**src/hw/traffic_pkg.sv**
```systemverilog
/*
 * shared widths, bus and stream structs, register map and region codes
 * NUM_CHANNELS is fixed at 2, and the decoder maps exactly two regions
 * pattern beat k of packet p: data[63:32] = p, data[31:0] = k
 */
package traffic_pkg;

	localparam int NUM_CHANNELS = 2;

	typedef logic [13:0] addr_t;
	typedef logic [31:0] data_t;
	typedef logic [1:0]  region_t;
	typedef logic [11:0] reg_off_t;
	typedef logic [63:0] beat_t;
	typedef logic [2:0]  empty_t;
	typedef logic [15:0] pkt_count_t;
	typedef logic [7:0]  pkt_len_t;

	// register bus request and response
	typedef struct packed {
		logic  read;
		logic  write;
		addr_t addr;
		data_t wdata;
	} csr_req_t;

	typedef struct packed {
		data_t rdata;
		logic  waitrequest;
	} csr_rsp_t;

	// one stream beat, valid and ready travel beside it
	typedef struct packed {
		beat_t  data;
		empty_t empty;
		logic   sop;
		logic   eop;
		logic   error;
	} st_beat_t;

	// address bits 13:12
	localparam region_t REGION_1588 = 2'd0;
	localparam region_t REGION_SEL  = 2'd1;
	localparam region_t REGION_CH0  = 2'd2;
	localparam region_t REGION_CH1  = 2'd3;

	// word offsets inside a channel region
	localparam reg_off_t REG_NUM_PKTS = 12'd0;
	localparam reg_off_t REG_PKT_LEN  = 12'd1;
	localparam reg_off_t REG_CTRL     = 12'd2;
	localparam reg_off_t REG_TX_COUNT = 12'd3;
	localparam reg_off_t REG_RX_GOOD  = 12'd4;
	localparam reg_off_t REG_RX_BAD   = 12'd5;

	typedef enum logic [1:0] {GEN_IDLE, GEN_SEND, GEN_FINISH} gen_state_t;

endpackage

```
**src/hw/csr_decoder.sv**
```systemverilog
/*
 * splits the register bus over two channel regions
 * regions 0 and 1 are reserved: zero read data, writes dropped, no wait
 * the master must hold its request until waitrequest is low
 */
`timescale 1ns/1ps

module csr_decoder (
	input  logic                                                clk,
	input  logic                                                rst_n,
	input  traffic_pkg::csr_req_t                               bus_req,
	input  traffic_pkg::csr_rsp_t [traffic_pkg::NUM_CHANNELS-1:0] ch_rsp,
	output traffic_pkg::csr_rsp_t                               bus_rsp,
	output traffic_pkg::csr_req_t [traffic_pkg::NUM_CHANNELS-1:0] ch_req
);

	traffic_pkg::region_t                  req_region;
	traffic_pkg::region_t                  sel_region;
	traffic_pkg::region_t                  held_region;
	logic                                  busy;
	logic [traffic_pkg::NUM_CHANNELS-1:0]  ch_sel;

	assign req_region = traffic_pkg::region_t'(bus_req.addr[13:12]);

	// target stays latched while a channel access waits
	assign sel_region = busy ? held_region : req_region;

	assign ch_sel[0] = (sel_region == traffic_pkg::REGION_CH0);
	assign ch_sel[1] = (sel_region == traffic_pkg::REGION_CH1);

	always_comb
	begin
		for (int i = 0; i < traffic_pkg::NUM_CHANNELS; i++)
		begin
			ch_req[i]       = bus_req;
			ch_req[i].read  = bus_req.read & ch_sel[i];
			ch_req[i].write = bus_req.write & ch_sel[i];
		end
	end

	// response mux, reserved regions answer at once
	always_comb
	begin
		case (sel_region)
			traffic_pkg::REGION_CH0:  bus_rsp = ch_rsp[0];
			traffic_pkg::REGION_CH1:  bus_rsp = ch_rsp[1];
			traffic_pkg::REGION_1588: bus_rsp = '0;
			traffic_pkg::REGION_SEL:  bus_rsp = '0;
		endcase
	end

	always_ff @(posedge clk)
	begin
		if (!rst_n)
			busy <= 1'b0;
		else
			busy <= (bus_req.read | bus_req.write) & bus_rsp.waitrequest;
	end

	always_ff @(posedge clk)
	begin
		held_region <= sel_region;
	end

endmodule

```
**src/hw/channel_regs.sv**
```systemverilog
/*
 * per-channel registers, every access takes one wait cycle
 * a PKT_LEN write of 0 is stored as 1
 * a start write while the generator is sending is dropped
 */
`timescale 1ns/1ps

module channel_regs (
	input  logic                    clk,
	input  logic                    rst_n,
	input  traffic_pkg::csr_req_t   req,
	input  logic                    gen_active,
	input  logic                    gen_finished,
	input  traffic_pkg::pkt_count_t tx_count,
	input  traffic_pkg::pkt_count_t rx_good,
	input  traffic_pkg::pkt_count_t rx_bad,
	output traffic_pkg::csr_rsp_t   rsp,
	output traffic_pkg::pkt_count_t num_pkts,
	output traffic_pkg::pkt_len_t   pkt_len,
	output logic                    start,
	output logic                    mon_done,
	output logic                    mon_error
);

	logic                    ack;
	logic                    access;
	traffic_pkg::reg_off_t   off;
	traffic_pkg::data_t      rd_next;
	traffic_pkg::data_t      rdata_q;

	// first cycle of an access, completes when ack is high
	assign access = (req.read | req.write) & ~ack;
	assign off    = req.addr[11:0];

	assign rsp.waitrequest = access;
	assign rsp.rdata       = rdata_q;

	always_comb
	begin
		case (off)
			traffic_pkg::REG_NUM_PKTS: rd_next = {16'd0, num_pkts};
			traffic_pkg::REG_PKT_LEN:  rd_next = {24'd0, pkt_len};
			traffic_pkg::REG_CTRL:     rd_next = {29'd0, mon_error, mon_done, gen_active};
			traffic_pkg::REG_TX_COUNT: rd_next = {16'd0, tx_count};
			traffic_pkg::REG_RX_GOOD:  rd_next = {16'd0, rx_good};
			traffic_pkg::REG_RX_BAD:   rd_next = {16'd0, rx_bad};
			default:                   rd_next = '0;
		endcase
	end

	always_ff @(posedge clk)
	begin
		if (!rst_n)
		begin
			ack      <= 1'b0;
			num_pkts <= '0;
			pkt_len  <= 8'd1;
			start    <= 1'b0;
		end
		else
		begin
			ack   <= access;
			start <= 1'b0;
			if (access & req.write)
			begin
				case (off)
					traffic_pkg::REG_NUM_PKTS: num_pkts <= req.wdata[15:0];
					traffic_pkg::REG_PKT_LEN:
						pkt_len <= (req.wdata[7:0] == 8'd0) ? 8'd1 : req.wdata[7:0];
					traffic_pkg::REG_CTRL:     start <= req.wdata[0] & ~gen_active;
					default:                   ;
				endcase
			end
		end
	end

	always_ff @(posedge clk)
	begin
		if (access & req.read)
			rdata_q <= rd_next;
	end

	//////////////////////////////////////////////////////////////////////
	// status
	//////////////////////////////////////////////////////////////////////

	always_ff @(posedge clk)
	begin
		if (!rst_n)
		begin
			mon_done  <= 1'b0;
			mon_error <= 1'b0;
		end
		else
		begin
			// done once every sent packet has come back
			mon_done  <= ~start & gen_finished &
				(traffic_pkg::pkt_count_t'(rx_good + rx_bad) == tx_count);
			mon_error <= (rx_bad != '0);
		end
	end

endmodule

```
**src/hw/packet_generator.sv**
```systemverilog
/*
 * sends NUM_PKTS pattern packets of PKT_LEN beats each
 * settings are taken at start, later register writes wait for the next run
 * stop_mon ends the run at the next eop, so packets are always whole
 */
`timescale 1ns/1ps

module packet_generator (
	input  logic                    clk,
	input  logic                    rst_n,
	input  logic                    start,
	input  logic                    stop_mon,
	input  traffic_pkg::pkt_count_t num_pkts,
	input  traffic_pkg::pkt_len_t   pkt_len,
	input  logic                    tx_ready,
	output traffic_pkg::st_beat_t   tx_beat,
	output logic                    tx_valid,
	output logic                    active,
	output logic                    finished,
	output traffic_pkg::pkt_count_t tx_count
);

	traffic_pkg::gen_state_t state;
	traffic_pkg::pkt_count_t num_q;
	traffic_pkg::pkt_len_t   len_q;
	traffic_pkg::pkt_len_t   beat_idx;
	logic                    stop_q;
	logic                    xfer;
	logic                    last_beat;
	logic                    last_pkt;

	assign active   = (state == traffic_pkg::GEN_SEND);
	assign finished = (state == traffic_pkg::GEN_FINISH);
	assign tx_valid = active;
	assign xfer     = active & tx_ready;

	assign last_beat = (beat_idx == traffic_pkg::pkt_len_t'(len_q - 8'd1));
	// tx_count doubles as the number of the packet on the wire
	assign last_pkt  = (traffic_pkg::pkt_count_t'(tx_count + 16'd1) == num_q);

	// beat follows the counters, so it holds while ready is low
	always_comb
	begin
		tx_beat      = '0;
		tx_beat.data = {16'd0, tx_count, 24'd0, beat_idx};
		tx_beat.sop  = active & (beat_idx == '0);
		tx_beat.eop  = active & last_beat;
	end

	//////////////////////////////////////////////////////////////////////
	// sequencing
	//////////////////////////////////////////////////////////////////////

	always_ff @(posedge clk)
	begin
		if (!rst_n)
		begin
			state    <= traffic_pkg::GEN_IDLE;
			num_q    <= '0;
			len_q    <= 8'd1;
			beat_idx <= '0;
			stop_q   <= 1'b0;
			tx_count <= '0;
		end
		else
		begin
			case (state)
				traffic_pkg::GEN_IDLE, traffic_pkg::GEN_FINISH:
				begin
					if (start)
					begin
						num_q    <= num_pkts;
						len_q    <= pkt_len;
						beat_idx <= '0;
						stop_q   <= 1'b0;
						tx_count <= '0;
						// zero packets finishes straight away
						state    <= (num_pkts == '0) ? traffic_pkg::GEN_FINISH
							: traffic_pkg::GEN_SEND;
					end
				end
				traffic_pkg::GEN_SEND:
				begin
					stop_q <= stop_q | stop_mon;
					if (xfer)
					begin
						if (last_beat)
						begin
							beat_idx <= '0;
							tx_count <= tx_count + 16'd1;
							if (last_pkt | stop_q | stop_mon)
								state <= traffic_pkg::GEN_FINISH;
						end
						else
						begin
							beat_idx <= beat_idx + 8'd1;
						end
					end
				end
				default:
				begin
					state <= traffic_pkg::GEN_IDLE;
				end
			endcase
		end
	end

endmodule

```
**src/hw/packet_checker.sv**
```systemverilog
/*
 * checks received beats against the pattern rule and counts packets at eop
 * a packet is bad if any beat differs or sop/eop sit in the wrong place
 * expected numbering restarts at start, PKT_LEN is sampled there too
 */
`timescale 1ns/1ps

module packet_checker (
	input  logic                    clk,
	input  logic                    rst_n,
	input  logic                    start,
	input  traffic_pkg::pkt_len_t   pkt_len,
	input  traffic_pkg::st_beat_t   rx_beat,
	input  logic                    rx_valid,
	output logic                    rx_ready,
	output traffic_pkg::pkt_count_t rx_good,
	output traffic_pkg::pkt_count_t rx_bad
);

	logic                    ready_q;
	traffic_pkg::pkt_count_t exp_pkt;
	traffic_pkg::pkt_len_t   exp_beat;
	traffic_pkg::pkt_len_t   len_q;
	logic                    bad_q;
	logic                    accept;
	logic                    exp_sop;
	logic                    exp_eop;
	logic                    beat_ok;

	// ready rises on the first clock out of reset
	assign rx_ready = ready_q;
	assign accept   = rx_valid & ready_q;

	assign exp_sop = (exp_beat == '0);
	assign exp_eop = (exp_beat == traffic_pkg::pkt_len_t'(len_q - 8'd1));

	assign beat_ok = (rx_beat.data == {16'd0, exp_pkt, 24'd0, exp_beat}) &&
		(rx_beat.empty == '0) && !rx_beat.error &&
		(rx_beat.sop == exp_sop) && (rx_beat.eop == exp_eop);

	always_ff @(posedge clk)
	begin
		if (!rst_n)
		begin
			ready_q  <= 1'b0;
			exp_pkt  <= '0;
			exp_beat <= '0;
			len_q    <= 8'd1;
			bad_q    <= 1'b0;
			rx_good  <= '0;
			rx_bad   <= '0;
		end
		else
		begin
			ready_q <= 1'b1;
			if (start)
			begin
				exp_pkt  <= '0;
				exp_beat <= '0;
				len_q    <= pkt_len;
				bad_q    <= 1'b0;
				rx_good  <= '0;
				rx_bad   <= '0;
			end
			else if (accept)
			begin
				if (rx_beat.eop)
				begin
					// verdict for the whole packet
					if (bad_q | ~beat_ok)
						rx_bad <= rx_bad + 16'd1;
					else
						rx_good <= rx_good + 16'd1;
					exp_pkt  <= exp_pkt + 16'd1;
					exp_beat <= '0;
					bad_q    <= 1'b0;
				end
				else
				begin
					exp_beat <= exp_beat + 8'd1;
					bad_q    <= bad_q | ~beat_ok;
				end
			end
		end
	end

endmodule

```
**src/hw/eth_traffic_controller_top.sv**
```systemverilog
/*
 * two traffic channels behind one register bus
 * region 2 reaches channel 0, region 3 channel 1, regions 0 and 1 read zero
 * each channel generates on tx and checks on rx, loopback is external
 */
`timescale 1ns/1ps

module eth_traffic_controller_top (
	input  logic                                                 clk,
	input  logic                                                 rst_n,
	input  logic                                                 avl_mm_read,
	input  logic                                                 avl_mm_write,
	input  traffic_pkg::addr_t                                   avl_mm_address,
	input  traffic_pkg::data_t                                   avl_mm_writedata,
	output traffic_pkg::data_t                                   avl_mm_readdata,
	output logic                                                 avl_mm_waitrequest,
	input  logic [traffic_pkg::NUM_CHANNELS-1:0]                 stop_mon,
	input  logic [traffic_pkg::NUM_CHANNELS-1:0]                 tx_ready,
	output traffic_pkg::st_beat_t [traffic_pkg::NUM_CHANNELS-1:0] tx_beat,
	output logic [traffic_pkg::NUM_CHANNELS-1:0]                 tx_valid,
	input  traffic_pkg::st_beat_t [traffic_pkg::NUM_CHANNELS-1:0] rx_beat,
	input  logic [traffic_pkg::NUM_CHANNELS-1:0]                 rx_valid,
	output logic [traffic_pkg::NUM_CHANNELS-1:0]                 rx_ready,
	output logic [traffic_pkg::NUM_CHANNELS-1:0]                 mon_active,
	output logic [traffic_pkg::NUM_CHANNELS-1:0]                 mon_done,
	output logic [traffic_pkg::NUM_CHANNELS-1:0]                 mon_error
);

	traffic_pkg::csr_req_t                                bus_req;
	traffic_pkg::csr_rsp_t                                bus_rsp;
	traffic_pkg::csr_req_t [traffic_pkg::NUM_CHANNELS-1:0] ch_req;
	traffic_pkg::csr_rsp_t [traffic_pkg::NUM_CHANNELS-1:0] ch_rsp;

	assign bus_req.read       = avl_mm_read;
	assign bus_req.write      = avl_mm_write;
	assign bus_req.addr       = avl_mm_address;
	assign bus_req.wdata      = avl_mm_writedata;
	assign avl_mm_readdata    = bus_rsp.rdata;
	assign avl_mm_waitrequest = bus_rsp.waitrequest;

	csr_decoder csr_decoder_inst (
		.clk     (clk),
		.rst_n   (rst_n),
		.bus_req (bus_req),
		.ch_rsp  (ch_rsp),
		.bus_rsp (bus_rsp),
		.ch_req  (ch_req)
	);

	//////////////////////////////////////////////////////////////////////
	// channels
	//////////////////////////////////////////////////////////////////////

	for (genvar i = 0; i < traffic_pkg::NUM_CHANNELS; i++)
	begin : g_channel
		traffic_pkg::pkt_count_t num_pkts;
		traffic_pkg::pkt_len_t   pkt_len;
		traffic_pkg::pkt_count_t tx_count;
		traffic_pkg::pkt_count_t rx_good;
		traffic_pkg::pkt_count_t rx_bad;
		logic                    start;
		logic                    gen_finished;

		channel_regs channel_regs_inst (
			.clk          (clk),
			.rst_n        (rst_n),
			.req          (ch_req[i]),
			.gen_active   (mon_active[i]),
			.gen_finished (gen_finished),
			.tx_count     (tx_count),
			.rx_good      (rx_good),
			.rx_bad       (rx_bad),
			.rsp          (ch_rsp[i]),
			.num_pkts     (num_pkts),
			.pkt_len      (pkt_len),
			.start        (start),
			.mon_done     (mon_done[i]),
			.mon_error    (mon_error[i])
		);

		packet_generator packet_generator_inst (
			.clk      (clk),
			.rst_n    (rst_n),
			.start    (start),
			.stop_mon (stop_mon[i]),
			.num_pkts (num_pkts),
			.pkt_len  (pkt_len),
			.tx_ready (tx_ready[i]),
			.tx_beat  (tx_beat[i]),
			.tx_valid (tx_valid[i]),
			.active   (mon_active[i]),
			.finished (gen_finished),
			.tx_count (tx_count)
		);

		packet_checker packet_checker_inst (
			.clk      (clk),
			.rst_n    (rst_n),
			.start    (start),
			.pkt_len  (pkt_len),
			.rx_beat  (rx_beat[i]),
			.rx_valid (rx_valid[i]),
			.rx_ready (rx_ready[i]),
			.rx_good  (rx_good),
			.rx_bad   (rx_bad)
		);
	end

endmodule

```
**config.mk**
```make
export PLATFORM = sky130hd
export DESIGN_NAME = eth_traffic_controller_top
export DESIGN_NICKNAME = d
export VERILOG_FILES = /design/src/hw/traffic_pkg.sv /design/src/hw/csr_decoder.sv /design/src/hw/channel_regs.sv /design/src/hw/packet_generator.sv /design/src/hw/packet_checker.sv /design/src/hw/eth_traffic_controller_top.sv
export SDC_FILE = /design/constraint.sdc
export NUM_CORES = 1
export LEC_CHECK = 0
export ABC_AREA = 1
export BUFFER_PORTS_ARGS = -buffer_cell sky130_fd_sc_hd__clkbuf_2
export CAP_MARGIN = 25
export CORE_ASPECT_RATIO = 1.1
export CORE_MARGIN = 3
export CORE_UTILIZATION = 33
export CTS_CLUSTER_DIAMETER = 200
export DETAILED_ROUTE_END_ITERATION = 7
export GPL_ROUTABILITY_DRIVEN = 0
export PLACE_DENSITY = 0.51
export SYNTH_ARGS = -nofsm -noshare
export SYNTH_HDL_FRONTEND = slang
export SYNTH_SLANG_ARGS = --single-unit
```
**constraint.sdc**
```tcl
create_clock -name clk -period 3.2 [get_ports clk]
set_input_delay 0.16 -clock clk [delete_from_list [all_inputs] [get_ports clk]]
set_output_delay 0.16 -clock clk [all_outputs]
set_load 0.01 [all_outputs]
```
After elaboration in Yosys (flattened, before gate mapping)
Index checks and enable logic that the tools add are counted.
{"block": "totals", "output_inout_bits": 183, "n_memories": 0, "latch_bits": 0, "elab_cells": 236, "reg_bits": 356, "input_bits": 196, "mem_bits_ro": 0, "ram_bits": 0}
{"block": "classes", "n_reduce_logical": 54, "n_mux": 42, "bitwise_logic": 47, "multipliers": 0, "n_lt_le_gt_ge": 0, "n_shift": 0, "addsub": 18, "div_mod_pow": 0, "eq_ne": 34}
{"cell": "16-bit one-hot mux with 6 select lines", "count": 2}
{"cell": "16-bit by 1-bit adder with 16-bit output, second input constant", "count": 8}
{"cell": "64-bit by 48-bit equality test with 1-bit output", "count": 2}
{"cell": "33-bit one-hot mux with 3 select lines", "count": 1}
{"cell": "16-bit two-way mux", "count": 6}
{"cell": "8-bit two-way mux", "count": 9}
{"cell": "16-bit equality test", "count": 4}
{"cell": "16-bit one-hot mux with 2 select lines", "count": 2}
{"cell": "8-bit zero test", "count": 5}
{"cell": "16-bit adder", "count": 2}
{"cell": "8-bit by 1-bit adder with 8-bit output, second input constant", "count": 4}
{"cell": "8-bit equality test", "count": 4}
{"cell": "16-bit zero test", "count": 2}
{"cell": "8-bit one-hot mux with 2 select lines", "count": 2}
{"cell": "16-bit nonzero test", "count": 2}
{"cell": "8-bit by 1-bit subtractor with 8-bit output, second input constant", "count": 4}
{"cell": "1-bit bitwise AND", "count": 25}
{"cell": "12-bit by 2-bit equality test with 1-bit output, second input constant", "count": 2}
{"cell": "12-bit by 3-bit equality test with 1-bit output, second input constant", "count": 2}
{"cell": "3-bit AND reduction", "count": 8}
{"cell": "2-bit two-way mux", "count": 11}
{"cell": "2-bit AND reduction", "count": 10}
{"cell": "4-bit AND reduction", "count": 4}
{"cell": "12-bit by 1-bit equality test with 1-bit output, second input constant", "count": 1}
{"cell": "other kinds (17)", "count": 73}

Longest topological paths before layout
{"block": "logic_depth", "ltp_word": 9, "ltp_mapped": 17, "ltp_nobuf": 17}

Modules after synthesis
From an unflattened synthesis, not the netlist that was laid out.
{"block": "unflattened", "hier_cells": 3738, "hier_area_um2": 24155.7}
{"module": "packet_generator", "cells_per_inst": 533, "n_inst": 2, "area_each_um2": 3542.1, "seq_area_each_um2": 1021.0}
{"module": "channel_regs", "cells_per_inst": 502, "n_inst": 2, "area_each_um2": 3377.0, "seq_area_each_um2": 1041.0}
{"module": "packet_checker at g_channel[0].packet_checker_inst", "cells_per_inst": 719, "n_inst": 1, "area_each_um2": 4495.6, "seq_area_each_um2": 1321.3}
{"module": "packet_checker at g_channel[1].packet_checker_inst", "cells_per_inst": 723, "n_inst": 1, "area_each_um2": 4443.0, "seq_area_each_um2": 1321.3}
{"module": "csr_decoder", "cells_per_inst": 226, "n_inst": 1, "area_each_um2": 1378.8, "seq_area_each_um2": 60.1}

Worst setup path after synthesis
OpenSTA, ideal clock, no wires.
{"block": "synth_timing", "kind": "flip-flop to flip-flop", "startpoint": "reg csr_decoder_inst.busy", "endpoint": "reg g_channel[1].channel_regs_inst.rdata_q[0] (enable)", "path_buffers": 0, "synth_period_minus_slack_ns": 2.533, "t_arrival_ns": 2.103, "path_stages_with_launch": 3, "t_required_ns": 2.770, "setup_ns": 0.430, "setup_slack_ns": 0.667, "cell_sequence": "dfxtp_1 > mux2i_1 > nor4_1"}
{"block": "synth_between", "elab_chain_len": 6, "word_cells_on_any_way": 7, "cone_classes": "eq/ne (1); mux (1); bitwise (5)"}
{"item": "start, declared", "line": "csr_decoder.sv:20", "source": "logic busy;"}
{"item": "start signal, assigned", "line": "csr_decoder.sv:57", "source": "busy <= (bus_req.read | bus_req.write) & bus_rsp.waitrequest;"}
{"item": "2-bit two-way mux *", "line": "csr_decoder.sv:26", "source": "assign sel_region = busy ? held_region : req_region;"}
{"item": "2-bit equality test *", "line": "csr_decoder.sv:29", "source": "assign ch_sel[1] = (sel_region == traffic_pkg::REGION_CH1);"}
{"item": "1-bit bitwise AND (on tied branches)", "line": "csr_decoder.sv:36, csr_decoder.sv:37"}
{"item": "1-bit OR", "line": "channel_regs.sv:32", "source": "assign access = (req.read | req.write) & ~ack;"}
{"item": "1-bit bitwise AND", "line": "channel_regs.sv:32"}
{"item": "1-bit bitwise AND *", "line": "channel_regs.sv:79", "source": "if (access & req.read)"}
{"item": "end signal, assigned", "line": "channel_regs.sv:80", "source": "rdata_q <= rd_next;"}
{"item": "end, declared", "line": "channel_regs.sv:29", "source": "traffic_pkg::data_t rdata_q;"}
Every way passes the cells marked *; elsewhere a longest branch is shown, timed or not.
A chain may end at the register's enable or synchronous reset.

==> flow_metrics.tcl <==
set metrics [dict create \
    synth-seq-cells 324 \
    grt_util_all_layers 0.209 \
    tritoncts_clock_tree "done" \
    yosys_warning_total 0 \
    antenna_violating_nets_post_route 0 \
    power.density_nw_per_um2 395 \
    p_total_mw 9.45 \
    grt_first_pass_wirelength_um 108000 \
    timing.critical_path.fanout_max 4 \
    globalRoute.totalOverflow 0 \
    std_cell_rows 95 \
    detailed_route_iter0_violations 1522 \
    grt_antenna_before_repair 0 \
    layout.cell_area.non_filler_um2 23900 \
    post-route-period-util 0.813 \
    setup_tns_ns 0 \
    insertion_delay_ns 0.56 \
    drv_cap 0 \
    cts.path.max_buffers 3 \
    number_of_distinct_library_cells_after_synthesis 61 \
    post_cts_repair_setup_buffers 0 \
    drcViolationCount 0 \
    cts_hold_buffers 19 \
    gr-usage-met2 0.359 \
    finalCriticalPeriod_ns 2.60 \
    drt_pass1_iterations 8 \
    nets 3441 \
    register_area_share_after_synthesis 0.330 \
    clock_skew_ns 0.0263 \
    vias_after_detailed_routing 19900 \
    dp_hpwl_um 55300 \
    cell_accounting_for_the_most_synthesized_area "sky130_fd_sc_hd__dfxtp_1" \
    effective_utilization_at_floorplan 0.336 \
    pre_cts_setup_slack_ns 0.595 \
    crit_path_end_kind "primary output" \
    path_class "register to primary output" \
    cts_h_tree_lvls 2 \
    layout_setup_ws_ns 0.598 \
    cts-root-buf "sky130_fd_sc_hd__clkbuf_16" \
    first_global_vias 18800 \
    worst_slew_pin_slew_ns 0.890 \
    wl_per_cell_um 17.5 \
    die_area_um2 65500 \
    placed_cells_incl_taps 3954 \
    coreArea_um2 61500 \
    die_y_um 268 \
    clkSinkCount 324 \
    insertedDiodeCount 0 \
    worst-endpoint-required_ns 3.04 \
    clk_transition_reported_paths_ns 0.06 \
    outcome "finished, final reports clean" \
    globalRouteMet3Util 0.0290 \
    achievable-frequency_mhz 384 \
    synth-async-reset-ratio 0 \
    vdd.ir_drop.worst_mv 0.300 \
    p_leak_nw 10.0 \
    postRouteWirelength_um 70900 \
    final-instance-count-excl-fill 4044 \
    grt_max_degree 116 \
    die-width_um 244 \
    synth.most_common_cell "sky130_fd_sc_hd__nand2_1" \
    crit_path_start_kind "register" \
    hold_viol 0 \
    slew_violations 0 \
    hp-class "input pin to register" \
    yosys-top-cells-area "sky130_fd_sc_hd__dfxtp_1 (28%), sky130_fd_sc_hd__nand2_1 (9.6%), sky130_fd_sc_hd__nor2_1 (5.9%), sky130_fd_sc_hd__xor2_1 (5.9%), sky130_fd_sc_hd__inv_1 (5.6%)" \
    gr-usage-met1 0.269 \
    synthToLayoutAreaGrowth_pct 16.1 \
    num_io_pins 379 \
    cts_inserted_buffers 40 \
    final_layout_size_suffix_gt1_frac 0.149 \
    fillCellCount 6600 \
    buffers_added_on_ports 258 \
    synth_area_per_cell_um2 7.06 \
    vias_per_cell 4.91 \
    synth_cell_area_um2 20600 \
    relSlewSlack 0.406 \
    grt_setup_unrepaired "false" \
    synth_edf_count 32 \
    detailed_place.area_um2 22400 \
    synthFlopType "sky130_fd_sc_hd__dfxtp_1" \
    netlist_instances 2923 \
    cts_resized 0 \
    timing.critical_path.arrival_ns 2.44 \
    synthTopCellsByCount "sky130_fd_sc_hd__nand2_1 (527), sky130_fd_sc_hd__nor2_1 (322), sky130_fd_sc_hd__inv_1 (305)" \
    synth.top_cell.area_share 0.283 \
    setup_viol_count_final 0 \
    grt_most_used_layer "met2" \
]
## report_power, final
part           leakage [nW]  total (mW)  switching (mW)  internal [mW]
Combinational          6.69       0.667           0.444          0.224
Clock                 0.651        4.62            1.82           2.81
Sequential             2.66        4.16          0.0250           4.14
Total                  10.0        9.45            2.29           7.17
## cells in the final DEF (no fill, tap or decap), types with 11 or more instances in the layout
cell type and n:
sky130_fd_sc_hd__nor3b_1 11, sky130_fd_sc_hd__inv_2 14, sky130_fd_sc_hd__nand3_1 206, sky130_fd_sc_hd__inv_1 305, sky130_fd_sc_hd__clkbuf_1 12, sky130_fd_sc_hd__ha_1 52, sky130_fd_sc_hd__xnor2_1 50, sky130_fd_sc_hd__or2_2 13
sky130_fd_sc_hd__a21oi_2 21, sky130_fd_sc_hd__nand2_1 527, sky130_fd_sc_hd__clkbuf_16 41, sky130_fd_sc_hd__dlygate4sd3_1 19, sky130_fd_sc_hd__nor2_1 321, sky130_fd_sc_hd__nor4_1 33, sky130_fd_sc_hd__o221ai_1 15, sky130_fd_sc_hd__xor2_1 138
sky130_fd_sc_hd__o22ai_1 41, sky130_fd_sc_hd__nand3b_1 15, sky130_fd_sc_hd__a21oi_1 195, sky130_fd_sc_hd__o211ai_1 11, sky130_fd_sc_hd__nor3_1 72, sky130_fd_sc_hd__dfxtp_1 292, sky130_fd_sc_hd__o2111ai_1 11, sky130_fd_sc_hd__nand2_2 23
sky130_fd_sc_hd__o21ai_1 13, sky130_fd_sc_hd__conb_1 104, sky130_fd_sc_hd__nor2_2 12, sky130_fd_sc_hd__nand4_1 62, sky130_fd_sc_hd__clkbuf_2 257, sky130_fd_sc_hd__edfxtp_1 32, sky130_fd_sc_hd__buf_4 44, sky130_fd_sc_hd__o21ai_0 151
## sequential cells by signal (all words and copies together), names as in the netlist, 4 cells and up
register,cells
g_channel.channel_regs_inst.num_pkts,32
g_channel.channel_regs_inst.pkt_len,16
g_channel.channel_regs_inst.rdata_q,32
g_channel.packet_checker_inst.exp_beat,16
g_channel.packet_checker_inst.exp_pkt,32
g_channel.packet_checker_inst.len_q,16
g_channel.packet_checker_inst.rx_bad,32
g_channel.packet_checker_inst.rx_good,32
g_channel.packet_generator_inst.beat_idx,16
g_channel.packet_generator_inst.len_q,16
g_channel.packet_generator_inst.num_q,32
g_channel.packet_generator_inst.state,4
g_channel.packet_generator_inst.tx_count,32
## per-layer routing
metal	vias to the layer above	share of wire	wire (um)
met5	-	0	0
met1	9149	0.44	31000
met3	104	0.051	3620
met2	552	0.48	33800
met4	0	0.035	2460
li1	10000	-	-
## final timing paths
check | slack (ns) | to | cells past startpoint | start
max | 0.60 | tx_beat[71] | 11 | g_channel[1].packet_generator_inst.len_q[0]$_SDFFE_PN1P_
max reg2reg | 0.63 | g_channel[0].packet_generator_inst.beat_idx[4]$_SDFFE_PN0P_ | 14 | g_channel[0].packet_generator_inst.len_q[0]$_SDFFE_PN1P_
min reg2reg | 0.47 | g_channel[0].packet_generator_inst.num_q[14]$_SDFFE_PN0P_ | 2 | g_channel[0].packet_generator_inst.num_q[14]$_SDFFE_PN0P_
min | 0.03 | g_channel[0].channel_regs_inst.start$_SDFF_PN0_ | 5 | avl_mm_write
## stage by stage
| step | utilization | hold slack (ns) |
|---|---|---|
| detailed placement | 0.365 | 0.427 |
| floorplan | - | 0.188 |
| global route | 0.390 | 0.0513 |
| finish | 0.390 | 0.0335 |
| global placement | 0.365 | 0.425 |
| CTS | 0.390 | 0.0219 |
## critical path: stages, from the launching register on
cell	delay, ns
sky130_fd_sc_hd__dfxtp_1	0.32
sky130_fd_sc_hd__inv_1	0.10
sky130_fd_sc_hd__ha_1	0.19
sky130_fd_sc_hd__nand2_1	0.06
sky130_fd_sc_hd__nor2_1	0.16
sky130_fd_sc_hd__nand2_1	0.09
sky130_fd_sc_hd__xor2_1	0.19
sky130_fd_sc_hd__nor2_1	0.06
sky130_fd_sc_hd__nor2_1	0.09
sky130_fd_sc_hd__nand3_1	0.13
sky130_fd_sc_hd__nor2_1	0.28
sky130_fd_sc_hd__clkbuf_2	0.20
## layout make-up
| cell class | count | area (um^2) | area share |
|---|---|---|---|
| clock inverter | 9 | 131 | 0.00549 |
| sequential | 324 | 6810 | 0.284 |
| timing repair buffer | 321 | 1830 | 0.0763 |
| multi-input combinational | 2182 | 11700 | 0.491 |
| clock buffer | 62 | 1190 | 0.0499 |
| inverter | 322 | 1210 | 0.0505 |
| tap | 824 | 1030 | 0.0431 |
## cell families after synthesis
logic type               Yosys count  synth area share
AO/OA/AOI/OAI                    501             0.139
XOR/XNOR                         190            0.0820
adder cells (fa/ha/maj)           54            0.0335
buffers and inverters            520             0.120
flip-flops                       324             0.330
multiplexers                       1          0.000485
other                              1          0.000182
AND/OR/NAND/NOR                 1332             0.295
Power figures use the tool's default switching activity.
